<file path="config.mk">
export PLATFORM = sky130hd
export DESIGN_NAME = ahb_sram_subordinate
export DESIGN_NICKNAME = d
export VERILOG_FILES = /design/src/rtl/ahb_sram_pkg.sv /design/src/rtl/ahb_sram_subordinate.sv /design/src/rtl/ahb_sram_array.sv /design/src/rtl/ahb_resp_fsm.sv /design/src/rtl/ahb_xfer_decode.sv /design/src/rtl/ahb_burst_addr.sv
export VERILOG_INCLUDE_DIRS = /design/src /design/src/rtl
export SDC_FILE = /design/constraint.sdc
export NUM_CORES = 2
export LEC_CHECK = 0
export ABC_AREA = 1
export BUFFER_PORTS_ARGS = -buffer_cell sky130_fd_sc_hd__buf_4
export CAP_MARGIN = 30
export CORE_MARGIN = 2
export CORE_UTILIZATION = 50
export CTS_BUF_LIST = sky130_fd_sc_hd__clkbuf_4 sky130_fd_sc_hd__clkbuf_8
export DETAILED_ROUTE_END_ITERATION = 16
export HOLD_SLACK_MARGIN = 0.02
export PLACE_DENSITY_LB_ADDON = 0.2
export SLEW_MARGIN = 0
export SYNTH_ARGS = -nofsm -noshare
export SYNTH_HDL_FRONTEND = slang
export SYNTH_SLANG_ARGS = --single-unit
</file>
<file path="constraint.sdc">
create_clock -name HCLK -period 3.8 [get_ports HCLK]
set_input_delay 0.19 -clock HCLK [delete_from_list [all_inputs] [get_ports HCLK]]
set_output_delay 0.19 -clock HCLK [all_outputs]
set_load 0.02 [all_outputs]
</file>
<file path="src/rtl/ahb_sram_config.svh">
/*
  bus width and memory size macros for the ahb sram subordinate
  address and data widths, word count, word index width
*/
`ifndef AHB_SRAM_CONFIG_SVH
`define AHB_SRAM_CONFIG_SVH

// ----------------------------------------
// ahb bus
// ----------------------------------------
// address bus width
`define AHB_ADDR_WIDTH 32
// data bus width, one 32-bit word
`define AHB_DATA_WIDTH 32

// ----------------------------------------
// sram
// ----------------------------------------
// number of 32-bit words
`define SRAM_DEPTH 64
// log2 of the word count
`define SRAM_INDEX_WIDTH 6

`endif
</file>
<file path="src/rtl/ahb_sram_pkg.sv">
/*
  ahb-lite transfer, burst, size and response enums
  response state enum for the error response FSM
*/
`default_nettype none

package ahb_sram_pkg;

  // htrans encodings
  typedef enum logic [1:0] {
    IDLE   = 2'b00,
    BUSY   = 2'b01,
    NONSEQ = 2'b10,
    SEQ    = 2'b11
  } htrans_e;

  // hburst encodings, wrap and incr interleaved as on the bus
  typedef enum logic [2:0] {
    SINGLE = 3'b000,
    INCR   = 3'b001,
    WRAP4  = 3'b010,
    INCR4  = 3'b011,
    WRAP8  = 3'b100,
    INCR8  = 3'b101,
    WRAP16 = 3'b110,
    INCR16 = 3'b111
  } hburst_e;

  // hsize, everything above a word is an error here
  typedef enum logic [2:0] {
    SIZE_BYTE   = 3'b000,
    SIZE_HALF   = 3'b001,
    SIZE_WORD   = 3'b010,
    SIZE_DWORD  = 3'b011,
    SIZE_4WORD  = 3'b100,
    SIZE_8WORD  = 3'b101,
    SIZE_16WORD = 3'b110,
    SIZE_32WORD = 3'b111
  } hsize_e;

  // single bit hresp as in ahb-lite
  typedef enum logic {
    OKAY  = 1'b0,
    ERROR = 1'b1
  } hresp_e;

  // two-cycle error response states
  typedef enum logic [1:0] {
    RESP_OKAY = 2'b00,
    RESP_ERR1 = 2'b01,
    RESP_ERR2 = 2'b10
  } resp_state_e;

endpackage

`default_nettype wire

</file>
<file path="src/rtl/ahb_sram_subordinate.sv">
/*
  ahb-lite sram subordinate top
  burst address, decode, error response and sram array
*/
`timescale 1ns/1ps
`default_nettype none
`include "ahb_sram_config.svh"

module ahb_sram_subordinate (
  input  wire                         HCLK,
  input  wire                         HRESETn,
  input  wire                         HSEL,
  input  wire [`AHB_ADDR_WIDTH-1:0]   HADDR,
  input  wire ahb_sram_pkg::htrans_e  HTRANS,
  input  wire                         HWRITE,
  input  wire ahb_sram_pkg::hsize_e   HSIZE,
  input  wire ahb_sram_pkg::hburst_e  HBURST,
  input  wire [`AHB_DATA_WIDTH-1:0]   HWDATA,
  input  wire                         HREADYin,
  output logic [`AHB_DATA_WIDTH-1:0]  HRDATA,
  output ahb_sram_pkg::hresp_e        HRESP,
  output logic                        HREADYout
);

  // address phase
  logic                         accept;
  logic [`AHB_ADDR_WIDTH-1:0]   beat_addr;
  logic                         err_start;
  logic                         rd_en;
  logic [`SRAM_INDEX_WIDTH-1:0] rd_index;
  // data phase write
  logic                         wr_en;
  logic [`SRAM_INDEX_WIDTH-1:0] wr_index;
  logic [3:0]                   wr_strobe;

  // ----------------------------------------
  // beat address and decode
  // ----------------------------------------
  ahb_burst_addr u_burst_addr (
    .HCLK      (HCLK),
    .HRESETn   (HRESETn),
    .accept    (accept),
    .HTRANS    (HTRANS),
    .HBURST    (HBURST),
    .HSIZE     (HSIZE),
    .HADDR     (HADDR),
    .beat_addr (beat_addr)
  );

  ahb_xfer_decode u_xfer_decode (
    .HCLK      (HCLK),
    .HRESETn   (HRESETn),
    .HSEL      (HSEL),
    .HTRANS    (HTRANS),
    .HWRITE    (HWRITE),
    .HSIZE     (HSIZE),
    .HREADYin  (HREADYin),
    .beat_addr (beat_addr),
    .accept    (accept),
    .err_start (err_start),
    .rd_en     (rd_en),
    .rd_index  (rd_index),
    .wr_en     (wr_en),
    .wr_index  (wr_index),
    .wr_strobe (wr_strobe)
  );

  // ----------------------------------------
  // response and storage
  // ----------------------------------------
  ahb_resp_fsm u_resp_fsm (
    .HCLK      (HCLK),
    .HRESETn   (HRESETn),
    .err_start (err_start),
    .HREADYout (HREADYout),
    .HRESP     (HRESP)
  );

  ahb_sram_array u_sram_array (
    .HCLK      (HCLK),
    .HRESETn   (HRESETn),
    .wr_en     (wr_en),
    .wr_index  (wr_index),
    .wr_strobe (wr_strobe),
    .HWDATA    (HWDATA),
    .rd_en     (rd_en),
    .rd_index  (rd_index),
    .HRDATA    (HRDATA)
  );

endmodule

`default_nettype wire

</file>
<file path="src/rtl/ahb_sram_array.sv">
/*
  word sram with byte lane writes
  registered read data with same-edge write bypass
*/
`timescale 1ns/1ps
`default_nettype none
`include "ahb_sram_config.svh"

module ahb_sram_array (
  input  wire                           HCLK,
  input  wire                           HRESETn,
  input  wire                           wr_en,
  input  wire [`SRAM_INDEX_WIDTH-1:0]   wr_index,
  input  wire [3:0]                     wr_strobe,
  input  wire [`AHB_DATA_WIDTH-1:0]     HWDATA,
  input  wire                           rd_en,
  input  wire [`SRAM_INDEX_WIDTH-1:0]   rd_index,
  output logic [`AHB_DATA_WIDTH-1:0]    HRDATA
);

  // byte lanes per word
  localparam int LANES = `AHB_DATA_WIDTH / 8;

  logic [`AHB_DATA_WIDTH-1:0] mem [`SRAM_DEPTH];
  logic [`AHB_DATA_WIDTH-1:0] rd_word;

  // ----------------------------------------
  // read path
  // ----------------------------------------
  // stored word, then lanes being written on this edge
  always_comb begin
    rd_word = mem[rd_index];
    for (int b = 0; b < LANES; b++) begin
      if (wr_en && (wr_index == rd_index) && wr_strobe[b]) begin
        rd_word[8*b +: 8] = HWDATA[8*b +: 8];
      end
    end
  end

  // hrdata holds between reads
  always_ff @(posedge HCLK or negedge HRESETn) begin
    if (!HRESETn) begin
      HRDATA <= '0;
    end else if (rd_en) begin
      HRDATA <= rd_word;
    end
  end

  // ----------------------------------------
  // write path
  // ----------------------------------------
  // whole array cleared at reset
  always_ff @(posedge HCLK or negedge HRESETn) begin
    if (!HRESETn) begin
      for (int i = 0; i < `SRAM_DEPTH; i++) begin
        mem[i] <= '0;
      end
    end else if (wr_en) begin
      // only strobed lanes change
      for (int b = 0; b < LANES; b++) begin
        if (wr_strobe[b]) begin
          mem[wr_index][8*b +: 8] <= HWDATA[8*b +: 8];
        end
      end
    end
  end

endmodule

`default_nettype wire

</file>
<file path="src/rtl/ahb_resp_fsm.sv">
/*
  two-cycle ahb error response FSM
  drives HREADYout and HRESP
*/
`timescale 1ns/1ps
`default_nettype none

module ahb_resp_fsm (
  input  wire                   HCLK,
  input  wire                   HRESETn,
  input  wire                   err_start,
  output logic                  HREADYout,
  output ahb_sram_pkg::hresp_e  HRESP
);
  import ahb_sram_pkg::*;

  resp_state_e state;
  resp_state_e state_nxt;

  // ----------------------------------------
  // next state
  // ----------------------------------------
  always_comb begin
    case (state)
      RESP_OKAY: state_nxt = err_start ? RESP_ERR1 : RESP_OKAY;
      // wait state cycle, nothing is accepted here
      RESP_ERR1: state_nxt = RESP_ERR2;
      // a fresh bad beat restarts the pair
      RESP_ERR2: state_nxt = err_start ? RESP_ERR1 : RESP_OKAY;
      default:   state_nxt = RESP_OKAY;
    endcase
  end

  always_ff @(posedge HCLK or negedge HRESETn) begin
    if (!HRESETn) begin
      state <= RESP_OKAY;
    end else begin
      state <= state_nxt;
    end
  end

  // ----------------------------------------
  // outputs
  // ----------------------------------------
  // low only in the first error cycle
  assign HREADYout = (state != RESP_ERR1);

  // error held across both cycles
  assign HRESP = (state == RESP_OKAY) ? OKAY : ERROR;

endmodule

`default_nettype wire

</file>
<file path="src/rtl/ahb_xfer_decode.sv">
/*
  transfer accept and error check
  byte strobe decode, read request, data-phase write hold
*/
`timescale 1ns/1ps
`default_nettype none
`include "ahb_sram_config.svh"

module ahb_xfer_decode (
  input  wire                           HCLK,
  input  wire                           HRESETn,
  input  wire                           HSEL,
  input  wire ahb_sram_pkg::htrans_e    HTRANS,
  input  wire                           HWRITE,
  input  wire ahb_sram_pkg::hsize_e     HSIZE,
  input  wire                           HREADYin,
  input  wire [`AHB_ADDR_WIDTH-1:0]     beat_addr,
  output logic                          accept,
  output logic                          err_start,
  output logic                          rd_en,
  output logic [`SRAM_INDEX_WIDTH-1:0]  rd_index,
  output logic                          wr_en,
  output logic [`SRAM_INDEX_WIDTH-1:0]  wr_index,
  output logic [3:0]                    wr_strobe
);
  import ahb_sram_pkg::*;

  // word count at the width of a word address
  localparam logic [`AHB_ADDR_WIDTH-3:0] DEPTH_WORDS = `SRAM_DEPTH;

  logic       size_err;
  logic       align_err;
  logic       range_err;
  logic       good;
  logic [3:0] strobe;
  logic       wr_pend;

  // ----------------------------------------
  // address phase
  // ----------------------------------------
  assign accept = HSEL && HREADYin && ((HTRANS == NONSEQ) || (HTRANS == SEQ));

  // dword and wider never fit the 32-bit bus
  assign size_err = (HSIZE > SIZE_WORD);

  // alignment to the transfer size
  always_comb begin
    case (HSIZE)
      SIZE_HALF: align_err = beat_addr[0];
      SIZE_WORD: align_err = |beat_addr[1:0];
      default:   align_err = 1'b0;
    endcase
  end

  // word index past the end of the array
  assign range_err = (beat_addr[`AHB_ADDR_WIDTH-1:2] >= DEPTH_WORDS);

  assign err_start = accept && (size_err || align_err || range_err);
  assign good      = accept && !(size_err || align_err || range_err);

  // reads go straight to the array in the address phase
  assign rd_en    = good && !HWRITE;
  assign rd_index = beat_addr[`SRAM_INDEX_WIDTH+1:2];

  // byte lanes from size and low address bits
  always_comb begin
    case (HSIZE)
      SIZE_BYTE: strobe = 4'b0001 << beat_addr[1:0];
      SIZE_HALF: strobe = 4'b0011 << {beat_addr[1], 1'b0};
      SIZE_WORD: strobe = 4'b1111;
      default:   strobe = 4'b0000;
    endcase
  end

  // ----------------------------------------
  // data phase write
  // ----------------------------------------
  // pending flag moves only when the previous phase completes
  always_ff @(posedge HCLK or negedge HRESETn) begin
    if (!HRESETn) begin
      wr_pend <= 1'b0;
    end else if (HREADYin) begin
      wr_pend <= good && HWRITE;
    end
  end

  // index and lanes held for the data phase
  always_ff @(posedge HCLK) begin
    if (good && HWRITE) begin
      wr_index  <= beat_addr[`SRAM_INDEX_WIDTH+1:2];
      wr_strobe <= strobe;
    end
  end

  // hwdata is valid once hreadyin closes the phase
  assign wr_en = wr_pend && HREADYin;

endmodule

`default_nettype wire

</file>
<file path="src/rtl/ahb_burst_addr.sv">
/*
  beat address generator
  keeps the last accepted address, steps it for incr and wrap bursts
*/
`timescale 1ns/1ps
`default_nettype none
`include "ahb_sram_config.svh"

module ahb_burst_addr (
  input  wire                         HCLK,
  input  wire                         HRESETn,
  input  wire                         accept,
  input  wire ahb_sram_pkg::htrans_e  HTRANS,
  input  wire ahb_sram_pkg::hburst_e  HBURST,
  input  wire ahb_sram_pkg::hsize_e   HSIZE,
  input  wire [`AHB_ADDR_WIDTH-1:0]   HADDR,
  output logic [`AHB_ADDR_WIDTH-1:0]  beat_addr
);
  import ahb_sram_pkg::*;

  logic [`AHB_ADDR_WIDTH-1:0] last_addr;
  logic [`AHB_ADDR_WIDTH-1:0] incr_addr;
  logic [`AHB_ADDR_WIDTH-1:0] wrap_mask;
  logic [2:0]                 wrap_log2;
  logic [4:0]                 wrap_shift;
  logic                       is_wrap;

  // ----------------------------------------
  // wrap boundary
  // ----------------------------------------
  // log2 of beats per wrap block, 0 for incr and single
  always_comb begin
    case (HBURST)
      WRAP4:   wrap_log2 = 3'd2;
      WRAP8:   wrap_log2 = 3'd3;
      WRAP16:  wrap_log2 = 3'd4;
      default: wrap_log2 = 3'd0;
    endcase
  end

  assign is_wrap = (wrap_log2 != 3'd0);

  // boundary = beats * bytes per beat, as a shift
  assign wrap_shift = {2'b00, wrap_log2} + {2'b00, HSIZE};
  assign wrap_mask  = (`AHB_ADDR_WIDTH'(1) << wrap_shift) - `AHB_ADDR_WIDTH'(1);

  // next sequential address, step is the size in bytes
  assign incr_addr = last_addr + (`AHB_ADDR_WIDTH'(1) << HSIZE);

  // ----------------------------------------
  // beat address
  // ----------------------------------------
  always_comb begin
    if (HTRANS == SEQ) begin
      if (is_wrap) begin
        // low bits wrap inside the block, upper bits stay put
        beat_addr = (last_addr & ~wrap_mask) | (incr_addr & wrap_mask);
      end else begin
        beat_addr = incr_addr;
      end
    end else begin
      // nonseq start, idle and busy just follow the bus
      beat_addr = HADDR;
    end
  end

  // only accepted beats move the address, busy leaves it alone
  always_ff @(posedge HCLK or negedge HRESETn) begin
    if (!HRESETn) begin
      last_addr <= '0;
    end else if (accept) begin
      last_addr <= beat_addr;
    end
  end

endmodule

`default_nettype wire

</file>
==> results.sh <==
export IMPL_vdd_drop_max_mv=0.396
export IMPL_fin_worst_skew_ns=0.0708
export IMPL_worstPathArrival_ns=4.61
export IMPL_initial_util=0.502
export IMPL_drv_slew=0
export IMPL_grt_pass1_wl_um=553000
export IMPL_status="finished clean"
export IMPL_hpwlAfterDp_um=238000
export IMPL_grt_resource_usage_total=0.350
export IMPL_hold_class="in -> reg"
export IMPL_synth_seq_area_share=0.532
export IMPL_ys_ff_latch=2125
export IMPL_r2r_end="u_burst_addr.last_addr[19]$_DFFE_PN0P_"
export IMPL_final_instance_count_excl_fill=15800
export IMPL_post_place_cells=15000
export IMPL_final_net_count=13000
export IMPL_holdWs_ns=0.0805
export IMPL_reg2regPathDepth=14
export IMPL_finalWorstSetupSlack_ns=0.109
export IMPL_cts_max_path_buffers=4
export IMPL_max_cap_violations=0
export IMPL_detail_route_vias_per_cell=6.02
export IMPL_final_period_minus_worst_setup_slack_ns=3.69
export IMPL_antenna_violating_nets_post_route=0
export IMPL_cts_tree="built"
export IMPL_number_of_standard_cells_after_synthesis=12600
export IMPL_timing_critical_path_from="u_burst_addr.last_addr[1]$_DFFE_PN0P_"
export IMPL_clk_latency_ns=1.10
export IMPL_synth_fp_nets=12700
export IMPL_commonest_cells_after_routing_fill_and_taps_aside="nand2_1 (3,882), nand3_1 (2,880), dfrtp_1 (2,115), o21ai_0 (2,096), buf_4 (659)"
export IMPL_cp_data_required_time_ns=4.72
export IMPL_antenna_violations_before_repair=18
export IMPL_detailroute_via_count=95100
export IMPL_drcViolationCount=0
export IMPL_layout_commonest_cell="nand2_1"
export IMPL_worst_r2r_startpoint="u_burst_addr.last_addr[1]$_DFFE_PN0P_"
export IMPL_post_route_cells_drive_above_1_share=0.123
export IMPL_post_drt_wl_per_cell_um=22.9
export IMPL_first_global_vias=89300
export IMPL_postRouteWirelength_um=362000
export IMPL_power_total_mw=52.5
export IMPL_die_x_um=451
export IMPL_power_per_cell_area_nw_per_um2=450
export IMPL_worst_slew_pin_transition_ns=1.21
export IMPL_crit_path_start_kind="register"
export IMPL_drt_initial_drc_count=13800
export IMPL_die_height_um=451
export IMPL_timing_final_crit_share=0.971
export IMPL_final_hold_viol_count=0
export IMPL_cts_sink_count=2125
export IMPL_count_of_fill_cells_added_during_filler_insertion=18100
export IMPL_combined_area_of_the_multi_input_logic_cells_um2=41900
export IMPL_cellLeakagePower_nw=52.1
export IMPL_die_area_um2=204000
export IMPL_rows=164
export IMPL_number_of_synthesized_flops_with_an_enable_pin=10
export IMPL_clkSlewWorstSetupHoldPaths_ns=0.06
export IMPL_gp_congestion=0.959
export IMPL_rrSetupSlack_ns=0.11
export IMPL_fp_coreArea_um2=199000
export IMPL_dp_worst_setup_slack_ns=-0.771
export IMPL_maxSlewHeadroom=0.190
export IMPL_syn_cell_area_um2=100000
export IMPL_areaGrowthSynthToFinish_pct=16.4
export IMPL_clockRootBuffer="clkbuf_8"
export IMPL_grt_overflow=0
export IMPL_synth_area_per_cell_um2=7.97
export IMPL_endpoint_kind="register"
export IMPL_cp_max_fo=4
export IMPL_synth_yosys_warnings=0
export IMPL_ys_async_sr_fraction=0.995
export IMPL_crit_path_end="u_burst_addr.last_addr[19]$_DFFE_PN0P_"
export IMPL_finalSetupTns_ns=0
export IMPL_cts_htree_levels=5
export IMPL_finalSetupViolCount=0
export IMPL_i_o_pins=111
export IMPL_regArea_um2=53200
export IMPL_synthFlopType="dfrtp_1"
export IMPL_cts_made_buffers=371
export IMPL_clock_fmax_ghz=0.271
export IMPL_synth_cell_type_count=46
export IMPL_grt_max_degree=196
export IMPL_port_buffers=110
export IMPL_firstDrtPassIters=7
export IMPL_critical_path_class="reg -> reg"
## cells in the mapped netlist, drive strengths merged, types with 2 or more instances
cell type / instances / area share
o211ai: 3 / 0.00027
o31ai: 2 / 0.00015
inv: 167 / 0.0063
nand2: 3896 / 0.15
fa: 2 / 0.00040
or2: 14 / 0.00087
nor3: 15 / 0.00080
buf: 382 / 0.022
nand3b: 50 / 0.0037
a21oi: 14 / 0.00081
xnor2: 2 / 0.00017
o21ai: 2119 / 0.11
nor2: 135 / 0.0054
nand4: 14 / 0.00094
clkinv: 36 / 0.0013
dfrtp: 2115 / 0.53
clkbuf: 649 / 0.024
edfxtp: 10 / 0.0030
ha: 13 / 0.0016
xor2: 10 / 0.00087
nand3: 2902 / 0.15
a21o: 2 / 0.00015
and2: 3 / 0.00019
## critical path, cell delays in order, from the launching register on
cell,delay (ns)
dfrtp_1,0.44
ha_1,0.31
nand2_1,0.08
a21oi_2,0.19
buf_4,0.14
nand3_1,0.06
nand2_1,0.18
nand3_1,0.10
nand3_1,0.12
nand2_1,0.11
dlygate4sd3_1,0.57
nand2_1,0.06
dlygate4sd3_1,0.55
o21ai_0,0.07
dlygate4sd3_1,0.58
## power by group
part | internal [mW] | switching [mW]
logic | 2.37 | 5.13
registers | 22.7 | 0.0894
clock network | 12.6 | 9.60
total | 37.7 | 14.8
## cells by family (layout without fill, tap and decap cells)
family	Yosys count	count (layout)	share of synthesized area
other	0	27	0
buffers and inverters	1234	1791	0.0538
AND/OR/NAND/NOR	7031	7031	0.304
flip-flops	2125	2125	0.532
XOR/XNOR	12	12	0.00105
adder cells (fa/ha/maj)	15	15	0.00202
AO/OA/AOI/OAI	2144	2144	0.108
## worst min path at each step
stage	start	endpoint	cells past startpoint
after floorplan	HRESETn	u_burst_addr.last_addr[0]$_DFFE_PN0P_	0
after global placement	HRESETn	u_sram_array.mem[770]$_DFFE_PN0P_	1
after detailed placement	HRESETn	u_sram_array.mem[770]$_DFFE_PN0P_	1
after CTS	HWDATA[26]	u_sram_array.mem[442]$_DFFE_PN0P_	4
after global routing	HWDATA[19]	u_sram_array.HRDATA[19]$_DFFE_PN0P_	6
final	HWDATA[3]	u_sram_array.HRDATA[3]$_DFFE_PN0P_	6
## cell type report
class                           instances  area share
Sequential cell                      2125       0.457
Timing Repair Buffer                  957      0.0813
Multi-Input combinational cell       9202       0.360
Tap cell                             2656      0.0285
Clock buffer                          605      0.0647
Clock inverter                         26     0.00182
Inverter                              203     0.00674
Antenna cell                           27    0.000580
## registers in the layout, summed over array words and instances (netlist names)
signal / cells
u_burst_addr.last_addr: 32
u_resp_fsm.state: 2
u_sram_array.HRDATA: 32
u_sram_array.mem: 2048
u_xfer_decode.wr_index: 6
u_xfer_decode.wr_pend: 1
u_xfer_decode.wr_strobe: 4
## per-layer routing
metal | vias up | global-route usage | wire [µm]
li1 | 42700 | - | -
met1 | 46100 | 0.486 | 148000
met2 | 5249 | 0.507 | 155000
met3 | 979 | 0.0817 | 38100
met4 | 8 | 0.194 | 21100
met5 | - | 0 | 47
## through the flow
| stage | util | instance area [µm²] |
|---|---|---|
| floorplan | - | 100000 |
| global placement | 0.535 | 107000 |
| detailed placement | 0.535 | 107000 |
| CTS | 0.582 | 116000 |
| global route | 0.584 | 117000 |
| finish | 0.584 | 117000 |
## what timing repair did
| item | in CTS | in global routing |
|---|---|---|
| cloned | 0 | 4 |
| endpoints found under the hold margin | 3577 | 0 |
| resized for setup | 1 | 58 |
| endpoints found under the setup margin | 27 | 50 |
| hold buffers | 146 | 0 |
| setup buffers | 3 | 7 |
| pin swaps | 1 | 5 |
(Power assumes the default switching activity.)
